[src/hdl/scope_macros.svh]
`ifndef SCOPE_MACROS_SVH
`define SCOPE_MACROS_SVH

// visible framebuffer size, pixels and lines
`define FB_WIDTH 16
`define FB_HEIGHT 16

// horizontal porches and sync, in pixels
`define H_FRONT 2
`define H_SYNC 3
`define H_BACK 2
`define H_TOTAL (`FB_WIDTH + `H_FRONT + `H_SYNC + `H_BACK)

// vertical porches and sync, in lines
`define V_FRONT 1
`define V_SYNC 2
`define V_BACK 1
`define V_TOTAL (`FB_HEIGHT + `V_FRONT + `V_SYNC + `V_BACK)

// converter and colour widths
`define ADC_BITS 10
`define COLOR_BITS 4

// write queue depth, also the credit pool
`define FB_CREDITS 4
`define SETTLE_CYCLES 8

`endif

[src/hdl/scope_pkg.sv]
`include "scope_macros.svh"

package scope_pkg;

  // coordinate widths follow the frame size
  localparam int X_BITS = $clog2(`FB_WIDTH);
  localparam int Y_BITS = $clog2(`FB_HEIGHT);
  localparam int PIX_BITS = 3 * `COLOR_BITS;

  // bit of REG_CTRL that kicks off a new clear
  localparam int CTRL_RESTART_BIT = 0;

  typedef struct packed {
    logic [`COLOR_BITS-1:0] red;
    logic [`COLOR_BITS-1:0] green;
    logic [`COLOR_BITS-1:0] blue;
  } rgb_t;

  // scanner read address
  typedef struct packed {
    logic [X_BITS-1:0] x;
    logic [Y_BITS-1:0] y;
  } fb_addr_t;

  // one framebuffer write
  typedef struct packed {
    logic [X_BITS-1:0]   x;
    logic [Y_BITS-1:0]   y;
    logic [PIX_BITS-1:0] color;
  } pixel_wr_t;

  typedef enum logic [1:0] {
    REG_BG_COLOR    = 2'd0,
    REG_TRACE_COLOR = 2'd1,
    REG_CTRL        = 2'd2
  } reg_addr_e;

  typedef enum logic [1:0] {
    ST_CLEAR  = 2'd0,
    ST_SETTLE = 2'd1,
    ST_TRACE  = 2'd2
  } seq_state_e;

endpackage

[src/hdl/fb_clear.sv]
`timescale 1ns/10ps
`include "scope_macros.svh"

module fb_clear (
  input  logic                           clk,
  input  logic                           rst,
  input  logic                           clr_start,
  input  logic                           clr_take,
  input  logic [scope_pkg::PIX_BITS-1:0] bg_color,
  output logic                           clr_avail,
  output scope_pkg::pixel_wr_t           clr_pix,
  output logic                           clr_last
);
  import scope_pkg::*;

  // bottom right corner of the frame
  localparam logic [X_BITS-1:0] X_LAST = X_BITS'(`FB_WIDTH - 1);
  localparam logic [Y_BITS-1:0] Y_LAST = Y_BITS'(`FB_HEIGHT - 1);

  logic              active;
  logic [X_BITS-1:0] x_cnt;
  logic [Y_BITS-1:0] y_cnt;
  logic              at_end;

  assign at_end = (x_cnt == X_LAST) && (y_cnt == Y_LAST);

  // raster order sweep, one step per take
  always_ff @(posedge clk) begin
    if (rst) begin
      active <= 1'b0;
      x_cnt  <= '0;
      y_cnt  <= '0;
    end else if (clr_start) begin
      // a start mid-sweep begins again at the origin
      active <= 1'b1;
      x_cnt  <= '0;
      y_cnt  <= '0;
    end else if (clr_take && active) begin
      if (at_end) begin
        // done, idle until the next start
        active <= 1'b0;
      end else if (x_cnt == X_LAST) begin
        x_cnt <= '0;
        y_cnt <= y_cnt + 1'b1;
      end else begin
        x_cnt <= x_cnt + 1'b1;
      end
    end
  end

  // pending pixel straight from the counters
  assign clr_avail = active;
  assign clr_last  = active && at_end;

  assign clr_pix.x     = x_cnt;
  assign clr_pix.y     = y_cnt;
  // colour tracks the register, a change mid-sweep shows up at once
  assign clr_pix.color = bg_color;

endmodule

[src/hdl/adc_sampler.sv]
`timescale 1ns/10ps
`include "scope_macros.svh"

module adc_sampler (
  input  logic                           clk,
  input  logic                           rst,
  input  logic [`ADC_BITS-1:0]           adc_x,
  input  logic [`ADC_BITS-1:0]           adc_y,
  input  logic                           adc_strobe,
  input  logic                           trace_take,
  input  logic [scope_pkg::PIX_BITS-1:0] trace_color,
  output logic                           trace_avail,
  output scope_pkg::pixel_wr_t           trace_pix
);
  import scope_pkg::*;

  // msb of a raw sample
  localparam int ADC_MSB = `ADC_BITS - 1;

  logic      pending;
  pixel_wr_t pend_pix;

  // pending flag, a new strobe wins over a take in the same cycle
  always_ff @(posedge clk) begin
    if (rst) begin
      pending <= 1'b0;
    end else if (adc_strobe) begin
      pending <= 1'b1;
    end else if (trace_take) begin
      pending <= 1'b0;
    end
  end

  // newest point only, an untaken one is overwritten
  always_ff @(posedge clk) begin
    if (adc_strobe) begin
      // top bits only, so full scale spans the frame
      pend_pix.x     <= adc_x[ADC_MSB -: X_BITS];
      pend_pix.y     <= adc_y[ADC_MSB -: Y_BITS];
      // colour latched with the sample
      // later register writes leave it alone
      pend_pix.color <= trace_color;
    end
  end

  assign trace_avail = pending;
  assign trace_pix   = pend_pix;

endmodule

[src/hdl/scope_ctrl.sv]
`timescale 1ns/10ps
`include "scope_macros.svh"

module scope_ctrl (
  input  logic                           clk,
  input  logic                           rst,
  input  logic                           cfg_we,
  input  scope_pkg::reg_addr_e           cfg_addr,
  input  logic [scope_pkg::PIX_BITS-1:0] cfg_wdata,
  input  logic                           clr_avail,
  input  scope_pkg::pixel_wr_t           clr_pix,
  input  logic                           clr_last,
  input  logic                           trace_avail,
  input  scope_pkg::pixel_wr_t           trace_pix,
  input  logic                           credit_ret,
  output logic [scope_pkg::PIX_BITS-1:0] bg_color,
  output logic [scope_pkg::PIX_BITS-1:0] trace_color,
  output logic                           clr_start,
  output logic                           clr_take,
  output logic                           trace_take,
  output logic                           wr_valid,
  output scope_pkg::pixel_wr_t           wr_pix
);
  import scope_pkg::*;

  localparam int CR_BITS = $clog2(`FB_CREDITS + 1);
  localparam int SETTLE_BITS = $clog2(`SETTLE_CYCLES + 1);
  localparam logic [SETTLE_BITS-1:0] SETTLE_LAST = SETTLE_BITS'(`SETTLE_CYCLES - 1);

  seq_state_e             state;
  logic [SETTLE_BITS-1:0] settle_cnt;
  logic [CR_BITS-1:0]     credits;
  logic                   has_credit;
  logic                   restart_hit;
  logic                   boot;
  logic                   trace_q;
  logic                   stale_vld;
  pixel_wr_t              stale_pix;
  logic                   trace_fresh;

  assign restart_hit = cfg_we && (cfg_addr == REG_CTRL) && cfg_wdata[CTRL_RESTART_BIT];

  // colour registers
  // clr_start doubles as the self-clearing restart bit
  always_ff @(posedge clk) begin
    if (rst) begin
      bg_color    <= '0;
      trace_color <= '1;
      clr_start   <= 1'b0;
      boot        <= 1'b1;
    end else begin
      boot      <= 1'b0;
      clr_start <= boot | restart_hit;
      if (cfg_we) begin
        case (cfg_addr)
          REG_BG_COLOR:    bg_color <= cfg_wdata;
          REG_TRACE_COLOR: trace_color <= cfg_wdata;
          default:         ;
        endcase
      end
    end
  end

  // clear, settle, trace
  always_ff @(posedge clk) begin
    if (rst) begin
      state      <= ST_CLEAR;
      settle_cnt <= '0;
      trace_q    <= 1'b0;
    end else begin
      trace_q <= (state == ST_TRACE);
      if (restart_hit) begin
        state <= ST_CLEAR;
      end else begin
        case (state)
          ST_CLEAR: begin
            if (clr_take && clr_last) begin
              state      <= ST_SETTLE;
              settle_cnt <= '0;
            end
          end
          ST_SETTLE: begin
            if (settle_cnt == SETTLE_LAST) begin
              state <= ST_TRACE;
            end else begin
              settle_cnt <= settle_cnt + 1'b1;
            end
          end
          default: ;
        endcase
      end
    end
  end

  // remember the point held while not tracing
  // it stays blocked until a new sample replaces it
  always_ff @(posedge clk) begin
    if (rst) begin
      stale_vld <= 1'b0;
    end else if (!trace_q) begin
      stale_vld <= trace_avail;
    end else if (!trace_avail || (trace_pix != stale_pix)) begin
      stale_vld <= 1'b0;
    end
  end

  always_ff @(posedge clk) begin
    if (!trace_q) begin
      stale_pix <= trace_pix;
    end
  end

  assign trace_fresh = trace_avail && !(stale_vld && (trace_pix == stale_pix));

  // credit pool for the framebuffer link
  always_ff @(posedge clk) begin
    if (rst) begin
      credits <= CR_BITS'(`FB_CREDITS);
    end else begin
      credits <= credits - CR_BITS'(wr_valid) + CR_BITS'(credit_ret);
    end
  end

  assign has_credit = (credits != '0);

  // take and write in the same cycle
  // no clear take while a start is still pending
  assign clr_take   = (state == ST_CLEAR) && !clr_start && clr_avail && has_credit;
  // first trace cycle still shows a point strobed earlier
  assign trace_take = (state == ST_TRACE) && trace_q && trace_fresh && has_credit;
  assign wr_valid   = clr_take || trace_take;
  assign wr_pix     = (state == ST_TRACE) ? trace_pix : clr_pix;

endmodule

[src/hdl/frame_store.sv]
`timescale 1ns/10ps
`include "scope_macros.svh"

module frame_store (
  input  logic                           clk,
  input  logic                           rst,
  input  logic                           wr_valid,
  input  scope_pkg::pixel_wr_t           wr_pix,
  input  scope_pkg::fb_addr_t            rd_addr,
  output logic                           credit_ret,
  output logic [scope_pkg::PIX_BITS-1:0] rd_color
);
  import scope_pkg::*;

  localparam int DEPTH = `FB_CREDITS;
  localparam int PTR_BITS = (DEPTH > 1) ? $clog2(DEPTH) : 1;
  localparam int CNT_BITS = $clog2(DEPTH + 1);
  localparam int FB_WORDS = `FB_WIDTH * `FB_HEIGHT;
  localparam int ADDR_BITS = $clog2(FB_WORDS);
  localparam logic [PTR_BITS-1:0] PTR_LAST = PTR_BITS'(DEPTH - 1);

  // write queue, sized by the credit pool so it never overflows
  pixel_wr_t           q_mem [DEPTH];
  logic [PTR_BITS-1:0] wr_ptr;
  logic [PTR_BITS-1:0] rd_ptr;
  logic [CNT_BITS-1:0] q_cnt;
  logic                q_pop;
  pixel_wr_t           q_head;

  // framebuffer, one word per pixel in raster order
  logic [PIX_BITS-1:0]  fb_mem [FB_WORDS];
  logic [ADDR_BITS-1:0] wr_word;
  logic [ADDR_BITS-1:0] rd_word;

  // drain one entry every cycle the queue holds any
  assign q_pop  = (q_cnt != '0);
  assign q_head = q_mem[rd_ptr];

  assign wr_word = ADDR_BITS'(q_head.y) * ADDR_BITS'(`FB_WIDTH) + ADDR_BITS'(q_head.x);
  assign rd_word = ADDR_BITS'(rd_addr.y) * ADDR_BITS'(`FB_WIDTH) + ADDR_BITS'(rd_addr.x);

  always_ff @(posedge clk) begin
    if (rst) begin
      wr_ptr     <= '0;
      rd_ptr     <= '0;
      q_cnt      <= '0;
      credit_ret <= 1'b0;
    end else begin
      // one credit back per retired entry
      credit_ret <= q_pop;
      if (wr_valid) begin
        wr_ptr <= (wr_ptr == PTR_LAST) ? '0 : wr_ptr + 1'b1;
      end
      if (q_pop) begin
        rd_ptr <= (rd_ptr == PTR_LAST) ? '0 : rd_ptr + 1'b1;
      end
      q_cnt <= q_cnt + CNT_BITS'(wr_valid) - CNT_BITS'(q_pop);
    end
  end

  always_ff @(posedge clk) begin
    if (wr_valid) begin
      q_mem[wr_ptr] <= wr_pix;
    end
    if (q_pop) begin
      fb_mem[wr_word] <= q_head.color;
    end
    // scanner port, one cycle latency
    // same-address write lands a cycle later
    rd_color <= fb_mem[rd_word];
  end

endmodule

[src/hdl/vga_scan.sv]
`timescale 1ns/10ps
`include "scope_macros.svh"

module vga_scan (
  input  logic                           clk,
  input  logic                           rst,
  input  logic [scope_pkg::PIX_BITS-1:0] rd_color,
  output scope_pkg::fb_addr_t            rd_addr,
  output scope_pkg::rgb_t                vga_rgb,
  output logic                           vga_hsync,
  output logic                           vga_vsync
);
  import scope_pkg::*;

  localparam int H_BITS = $clog2(`H_TOTAL);
  localparam int V_BITS = $clog2(`V_TOTAL);
  localparam logic [H_BITS-1:0] H_LAST = H_BITS'(`H_TOTAL - 1);
  localparam logic [V_BITS-1:0] V_LAST = V_BITS'(`V_TOTAL - 1);

  // sync pulses sit after the front porch
  localparam int HS_START = `FB_WIDTH + `H_FRONT;
  localparam int HS_END = HS_START + `H_SYNC;
  localparam int VS_START = `FB_HEIGHT + `V_FRONT;
  localparam int VS_END = VS_START + `V_SYNC;

  logic [H_BITS-1:0] h_cnt;
  logic [V_BITS-1:0] v_cnt;
  logic              visible;
  logic              hsync_n;
  logic              vsync_n;
  logic              vis_d;
  logic              hsync_d;
  logic              vsync_d;

  // pixel and line counters
  always_ff @(posedge clk) begin
    if (rst) begin
      h_cnt <= '0;
      v_cnt <= '0;
    end else if (h_cnt == H_LAST) begin
      h_cnt <= '0;
      v_cnt <= (v_cnt == V_LAST) ? '0 : v_cnt + 1'b1;
    end else begin
      h_cnt <= h_cnt + 1'b1;
    end
  end

  assign visible = (h_cnt < H_BITS'(`FB_WIDTH)) && (v_cnt < V_BITS'(`FB_HEIGHT));

  // active low
  assign hsync_n = !((h_cnt >= H_BITS'(HS_START)) && (h_cnt < H_BITS'(HS_END)));
  assign vsync_n = !((v_cnt >= V_BITS'(VS_START)) && (v_cnt < V_BITS'(VS_END)));

  // address parked at the origin during blanking
  assign rd_addr.x = visible ? X_BITS'(h_cnt) : '0;
  assign rd_addr.y = visible ? Y_BITS'(v_cnt) : '0;

  // stage 1 matches the memory read
  // stage 2 is the output register
  always_ff @(posedge clk) begin
    if (rst) begin
      vis_d     <= 1'b0;
      hsync_d   <= 1'b1;
      vsync_d   <= 1'b1;
      vga_hsync <= 1'b1;
      vga_vsync <= 1'b1;
      vga_rgb   <= '0;
    end else begin
      vis_d     <= visible;
      hsync_d   <= hsync_n;
      vsync_d   <= vsync_n;
      vga_hsync <= hsync_d;
      vga_vsync <= vsync_d;
      // black outside the visible area
      vga_rgb   <= vis_d ? rgb_t'(rd_color) : '0;
    end
  end

endmodule

[src/hdl/adc_xy_vga.sv]
`timescale 1ns/10ps
`include "scope_macros.svh"

module adc_xy_vga (
  input  logic                           clk,
  input  logic                           rst,
  input  logic [`ADC_BITS-1:0]           adc_x,
  input  logic [`ADC_BITS-1:0]           adc_y,
  input  logic                           adc_strobe,
  input  logic                           cfg_we,
  input  scope_pkg::reg_addr_e           cfg_addr,
  input  logic [scope_pkg::PIX_BITS-1:0] cfg_wdata,
  output scope_pkg::rgb_t                vga_rgb,
  output logic                           vga_hsync,
  output logic                           vga_vsync
);
  import scope_pkg::*;

  // register outputs
  logic [PIX_BITS-1:0] bg_color;
  logic [PIX_BITS-1:0] trace_color;

  // clear engine link
  logic      clr_start;
  logic      clr_take;
  logic      clr_avail;
  logic      clr_last;
  pixel_wr_t clr_pix;

  // trace link
  logic      trace_take;
  logic      trace_avail;
  pixel_wr_t trace_pix;

  // framebuffer write and read
  logic                wr_valid;
  pixel_wr_t           wr_pix;
  logic                credit_ret;
  fb_addr_t            rd_addr;
  logic [PIX_BITS-1:0] rd_color;

  fb_clear fb_clear_inst (
    .clk      (clk),
    .rst      (rst),
    .clr_start(clr_start),
    .clr_take (clr_take),
    .bg_color (bg_color),
    .clr_avail(clr_avail),
    .clr_pix  (clr_pix),
    .clr_last (clr_last)
  );

  adc_sampler adc_sampler_inst (
    .clk        (clk),
    .rst        (rst),
    .adc_x      (adc_x),
    .adc_y      (adc_y),
    .adc_strobe (adc_strobe),
    .trace_take (trace_take),
    .trace_color(trace_color),
    .trace_avail(trace_avail),
    .trace_pix  (trace_pix)
  );

  scope_ctrl scope_ctrl_inst (
    .clk        (clk),
    .rst        (rst),
    .cfg_we     (cfg_we),
    .cfg_addr   (cfg_addr),
    .cfg_wdata  (cfg_wdata),
    .clr_avail  (clr_avail),
    .clr_pix    (clr_pix),
    .clr_last   (clr_last),
    .trace_avail(trace_avail),
    .trace_pix  (trace_pix),
    .credit_ret (credit_ret),
    .bg_color   (bg_color),
    .trace_color(trace_color),
    .clr_start  (clr_start),
    .clr_take   (clr_take),
    .trace_take (trace_take),
    .wr_valid   (wr_valid),
    .wr_pix     (wr_pix)
  );

  frame_store frame_store_inst (
    .clk       (clk),
    .rst       (rst),
    .wr_valid  (wr_valid),
    .wr_pix    (wr_pix),
    .rd_addr   (rd_addr),
    .credit_ret(credit_ret),
    .rd_color  (rd_color)
  );

  vga_scan vga_scan_inst (
    .clk      (clk),
    .rst      (rst),
    .rd_color (rd_color),
    .rd_addr  (rd_addr),
    .vga_rgb  (vga_rgb),
    .vga_hsync(vga_hsync),
    .vga_vsync(vga_vsync)
  );

endmodule

[config.mk]
export PLATFORM = sky130hd
export DESIGN_NAME = adc_xy_vga
export DESIGN_NICKNAME = d
export VERILOG_FILES = /design/src/hdl/scope_pkg.sv /design/src/hdl/fb_clear.sv /design/src/hdl/adc_sampler.sv /design/src/hdl/scope_ctrl.sv /design/src/hdl/frame_store.sv /design/src/hdl/vga_scan.sv /design/src/hdl/adc_xy_vga.sv
export VERILOG_INCLUDE_DIRS = /design/src /design/src/hdl
export SDC_FILE = /design/constraint.sdc
export NUM_CORES = 2
export LEC_CHECK = 0
export ABC_CLOCK_PERIOD_IN_PS = 11340
export BUFFER_PORTS_ARGS = -buffer_cell sky130_fd_sc_hd__buf_2
export CAP_MARGIN = 30
export CORE_ASPECT_RATIO = 1.75
export CORE_MARGIN = 4
export CORE_UTILIZATION = 70
export CTS_BUF_LIST = sky130_fd_sc_hd__clkbuf_4
export DETAILED_ROUTE_END_ITERATION = 7
export HOLD_SLACK_MARGIN = 0.15
export PLACE_DENSITY = 0.87
export SKIP_LAST_GASP = 1
export SLEW_MARGIN = 20
export SYNTH_ARGS = -nofsm -noshare
export SYNTH_HDL_FRONTEND = slang
export SYNTH_HIERARCHICAL = 1
export SYNTH_SLANG_ARGS = --single-unit
[constraint.sdc]
create_clock -name clk -period 11.34 [get_ports clk]
set_input_delay 1.134 -clock clk [delete_from_list [all_inputs] [get_ports clk]]
set_output_delay 1.134 -clock clk [all_outputs]
set_load 0.02 [all_outputs]
# --- After elaboration in Yosys (flattened, before gate mapping) ---
# Memory sizes are Yosys's and may differ from the RTL's. A register that Yosys moved wholly into a read port is not among the register bits.
# Cells that the tools add are included.
op_classes:
  n_addsub: 13
  eq_ne: 17
  mux: 27
  magnitude_cmp: 6
  n_reduce_logical: 43
  bitwise: 4
ops:
  columns: ["op", "count"]
  rows:
  - ["$eq 20x20->1", 1]
  - ["$lt 5x5->1 const B", 4]
  - ["$mux 20", 1]
  - ["$mux 4", 5]
  - ["$ne 20x20->1", 1]
  - ["$logic_and 1x1->1", 17]
  - ["$add 8x4->8", 2]
  - ["$add 4x1->4 const B", 3]
  - ["$mux 1", 12]
  - ["$mux 2", 6]
  - ["$add 5x1->5 const B", 2]
  - ["$eq 5x5->1 const B", 2]
  - ["$ge 5x5->1 const B", 2]
  - ["$eq 2x2->1 const B", 4]
  - ["$eq 4x4->1 const B", 2]
  - ["$pmux 4 s2", 1]
  - ["$reduce_and 2->1", 4]
  - ["$reduce_bool 2->1", 4]
  - ["$reduce_or 2->1", 4]
  - ["$add 3x1->3", 2]
  - ["$reduce_and 3->1", 2]
  - ["$reduce_bool 3->1", 2]
  - ["$sub 3x1->3", 2]
  - ["$logic_not 1->1", 5]
  - ["12 further kinds", 20]
totals:
  reg_bits: 122
  n_memories: 2
  elab_cells: 145
  input_bits: 38
  mem_bits_rw: 3152
memory_table:
  columns: ["memory", "depth", "word_bits", "rd", "rd_clocked_by_memory_dff", "write_ports", "line_no", "rtl"]
  rows:
  - ["frame_store_inst.fb_mem", 256, 12, 1, 1, 1, "frame_store.sv:31", "logic [PIX_BITS-1:0] fb_mem [FB_WORDS];"]
  - ["frame_store_inst.q_mem", 4, 20, 1, 1, 1, "frame_store.sv:23", "pixel_wr_t q_mem [DEPTH];"]

# --- Longest topological paths before layout ---
logic_depth:
  depth_word: 9
  depth_mapped: 14

# --- Cells and area by module ---
# Netlist, hierarchy kept.
by_module_without_submodules:
  columns: ["module", "cells_per_inst", "area_per_inst_um2", "instances", "seq_area_each_um2"]
  rows:
  - ["frame_store", 5593, 121534.1, 1, 95091.2]
  - ["scope_ctrl", 233, 2532.4, 1, 1341.3]
  - ["vga_scan", 103, 1012.2, 1, 540.5]
  - ["adc_sampler", 24, 639.4, 1, 620.6]
  - ["fb_clear", 67, 565.5, 1, 180.2]

# --- Least setup slack after synthesis ---
# OpenSTA, ideal clock, no wires.
synth_path:
  kind: "register to register"
  from: "register (tool-made name)"
  to: "memory frame_store_inst/fb_mem[0][0] in the netlist's numbering (data pin)"
  required_time_ns: 10.789
  setup_time_ns: 0.551
  slack_ns: 7.725
  arrival_time_ns: 3.063
  path_stages_with_launch: 4
  n_path_buf: 2
  synth_period_minus_slack_ns: 3.615
  path_cell_list: "dfxtp_1 -> buf_6 -> buf_1 -> mux4_2"
synth_rtl:
  columns: ["item", "line_no"]
  rows:
  - ["to (decl)", "frame_store.sv:31"]

==> impl_metrics.env <==
export IMPL_status="complete, but fails checks"
export IMPL_violations="DRC, capacitance limit, slew limit"
export IMPL_min_period_ns=6.59
export IMPL_synth_xor_area_frac=0.00187
export IMPL_slowest_delay_ns=1.28
export IMPL_critPathMaxFanout=127
export IMPL_yosysSeqAreaShare=0.774
export IMPL_portBuffers=39
export IMPL_crit_path_end_kind="flop"
export IMPL_final_core_util=0.776
export IMPL_drive_above_1_share=0.307
export IMPL_yosys_most_used_dff="edfxtp_1"
export IMPL_skew_ns=0.117
export IMPL_cts_root_buffer="clkbuf_4"
export IMPL_cts_tree="built"
export IMPL_power_density_nw_per_um2=206
export IMPL_whs_ns=0.272
export IMPL_drc=10
export IMPL_dieHeight_um=570
export IMPL_syn_num_nets=6076
export IMPL_worst_hold_path_type="primary input to flop"
export IMPL_dieArea_sq_um=188000
export IMPL_path_buf_inv=3
export IMPL_postSynthAreaPerCell_sq_um=21.0
export IMPL_drt_iter0_markers=15500
export IMPL_dr_total_vias=74000
export IMPL_tightest_slew_ns=1.65
export IMPL_crit_slowest_cell="nor4_2"
export IMPL_path_class="flop to flop"
export IMPL_cap_violations=4
export IMPL_synth_compound_area_frac=0.0376
export IMPL_holdBufCountCts=20
export IMPL_crit_required_ns=12.42
export IMPL_syn_area_sq_um=126000
export IMPL_grt_use_total=0.391
export IMPL_min_to="adc_sampler_inst/trace_pix[11]"
export IMPL_grt_pass1_wl_mm=519
export IMPL_row_count=206
export IMPL_cts_resized=0
export IMPL_rr_startpoint="vga_scan_inst/v_cnt[4]"
export IMPL_synth_simple_gate_area_frac=0.0269
export IMPL_avgRoutedWirePerCell_um=39.9
export IMPL_dpl_worst_slack_ns=5.77
export IMPL_ys_types=82
export IMPL_synthMuxAreaShare=0.139
export IMPL_antenna_left=0
export IMPL_antenna_found_initial=24
export IMPL_reg2reg_setup_slack_ns=4.75
export IMPL_synth_top_cell_by_area="edfxtp_1"
export IMPL_setup_tns_ns=0
export IMPL_grt_max_degree=214
export IMPL_clk_pin_slew_ns=0.11
export IMPL_crit_cells=10
export IMPL_slew_limit_headroom=-0.112
export IMPL_fillers=7782
export IMPL_hold_path_depth=1
export IMPL_place_gp_congestion=0.898
export IMPL_setup_ws_ns=4.75
export IMPL_grt_overflow=0
export IMPL_finalHoldViolations=0
export IMPL_rr_worst_depth=10
export IMPL_synth_top_family_by_area="multiplexers"
export IMPL_post_cts_setup_buffers=0
export IMPL_ys_seq_elements=3288
export IMPL_synth_top_area_frac=0.759
export IMPL_synth_adder_area_share=0.00190
export IMPL_grt_setup_unrepaired="no"
export IMPL_grt_pass1_vias=73300
export IMPL_finalPower_mw=28.7
export IMPL_startpoint_type="flop"
export IMPL_syn_inst=6020
export IMPL_synthArstFlopShare=0
export IMPL_finalMaxSlewViolations=8
export IMPL_die_x_um=329
export IMPL_cp_arrival_ns=7.67
export IMPL_drt_total_wl_mm=384
export IMPL_dp_hpwl_mm=195
export IMPL_clock_latency_ns=1.35
export IMPL_core_sq_um=180000
export IMPL_nNetsFinal=6772
export IMPL_dr_pass1_iters=8
export IMPL_ir_worst_vdd_mv=0.270
export IMPL_cp_cell_sequence="nor2_1, and2_4, buf_4, buf_12, buf_4, mux4_2, a22oi_1, a21oi_1, nor4_2, nor4_1"
export IMPL_power_leakage_nw=44.0
export IMPL_path_delay_family="simple AND/OR/NAND/NOR gates"
export IMPL_syn_to_final_growth_pct=10.3
export IMPL_h_tree_depth=6
export IMPL_rr_endpoint="frame_store_inst/rd_color[4]"
export IMPL_start_util=0.703
export IMPL_viasPerCell=7.69
export IMPL_fmax_mhz=152
export IMPL_synth_edf_count=3192
export IMPL_crit_start="vga_scan_inst/v_cnt[4]"
export IMPL_numCtsBuffers=670
export IMPL_io_pins=52
export IMPL_hp_start="adc_strobe"
export IMPL_clk_path_buf_depth=4
export IMPL_setup_violations=0
export IMPL_yosys_top_cells_area="edfxtp_1, mux4_2, a22oi_1"
export IMPL_yosysWarnings=6
export IMPL_path_common_cell="buf_4"
export IMPL_finalCritPeriodShare=0.581
export IMPL_cts_sinks=3288
-- worst register-to-register path, delay by kind of cell (launching register included) --
family	cells	cell delay, ns
buffers and inverters	3	2.45
AO/OA/AOI/OAI	2	0.47
flip-flops	1	0.45
AND/OR/NAND/NOR	4	2.57
multiplexers	1	0.44
-- where the power goes --
part / internal, mW / total, mW / switching [mW]
sequential: 15.3 / 15.4 / 0.0938
clock: 4.04 / 8.85 / 4.80
combinational: 0.906 / 4.45 / 3.55
-- layout by cell type (no fill, tap or decap), drive strengths merged, types with 11 or more instances in the layout --
master       instances
a21oi              177
ha                  16
dfxtp               96
clkinv             206
nand3               32
o211ai              11
nor2b               28
mux4               680
buf                374
clkbuf             930
o22ai               28
a41oi               11
a211oi              24
nor2               305
dlygate4sd3         20
bufinv              11
a22oi              288
and2                29
diode               22
a31oi               14
inv                 35
mux2i              185
a221oi              27
o221ai              48
nand2              101
mux2                33
xnor2               24
nor3                62
edfxtp            3192
o21ai               21
clkinvlp            14
nor4                52
nand2b              21
or3                 15
-- metal layers --
layer	up-vias	share of wire	GRT usage
li1	26900	-	-
met1	35500	0.26	0.455
met2	9024	0.48	0.624
met3	2569	0.15	0.106
met4	14	0.11	0.299
met5	-	0.00038	0
-- Yosys cell counts, types with 9 or more instances --
cell,count
a41oi_1,11
inv_1,22
a211oi_1,24
nor2_1,300
dfxtp_1,96
nand2_1,101
mux4_2,675
buf_4,64
or3_1,14
xnor2_1,24
a21oi_1,176
clkbuf_1,142
edfxtp_1,3192
o211ai_1,11
ha_1,16
nand3_1,32
o22ai_1,28
buf_6,46
nor2b_1,28
nor3_1,61
mux2i_1,185
nor4_1,52
a31oi_1,14
and2_1,28
a221oi_1,27
buf_2,110
o21ai_0,21
nand2b_1,20
o221ai_1,47
a22oi_1,288
mux2_2,33
nand4_1,9
-- stage by stage --
step	instance area, sq um	std cells
floorplan	126000	6020
global placement	129000	8258
detailed placement	130000	8380
CTS	139000	9567
global route	139000	9607
finish	139000	9625
-- logic make-up after synthesis --
logic type / after synthesis
AO/OA/AOI/OAI: 685
multiplexers: 898
flip-flops: 3288
buffers and inverters: 400
AND/OR/NAND/NOR: 704
XOR/XNOR: 27
adder cells (fa/ha/maj): 18
-- registers in the layout, summed over array words and instances (netlist names), 2 cells and up, named ones only --
name / flops
scope_ctrl_inst/stale_pix: 20
scope_ctrl_inst/trace_color: 12
vga_scan_inst/h_cnt: 5
fb_clear_inst/y_cnt: 4
scope_ctrl_inst/credits: 3
frame_store_inst/q_mem: 80
frame_store_inst/rd_ptr: 2
scope_ctrl_inst/state: 2
scope_ctrl_inst/settle_cnt: 4
scope_ctrl_inst/bg_color: 12
frame_store_inst/q_cnt: 3
fb_clear_inst/x_cnt: 4
vga_scan_inst/v_cnt: 5
frame_store_inst/wr_ptr: 2
adc_sampler_inst/trace_pix: 20
frame_store_inst/rd_color: 12
frame_store_inst/fb_mem: 3072
vga_scan_inst/vga_rgb: 12
-- worst max-delay path by stage --
stage,to
after CTS,frame_store_inst/rd_color[9]
after floorplan,frame_store_inst/fb_mem[0][0]
after global placement,frame_store_inst/rd_color[0]
after detailed placement,frame_store_inst/rd_color[11]
final,frame_store_inst/rd_color[4]
after global routing,frame_store_inst/rd_color[4]
-- area by class of cell --
| type | count | area, sq um | area share |
|---|---|---|---|
| Clock inverter | 243 | 1330 | 0.00955 |
| Inverter | 23 | 86.3 | 0.000620 |
| Timing Repair Buffer | 401 | 3570 | 0.0256 |
| Multi-Input combinational cell | 2332 | 26600 | 0.191 |
| Sequential cell | 3288 | 97800 | 0.702 |
| Antenna cell | 22 | 55.1 | 0.000395 |
| Clock buffer | 924 | 6940 | 0.0498 |
| Tap cell | 2392 | 2990 | 0.0215 |
Note: power is estimated with default switching activity, not from simulation.
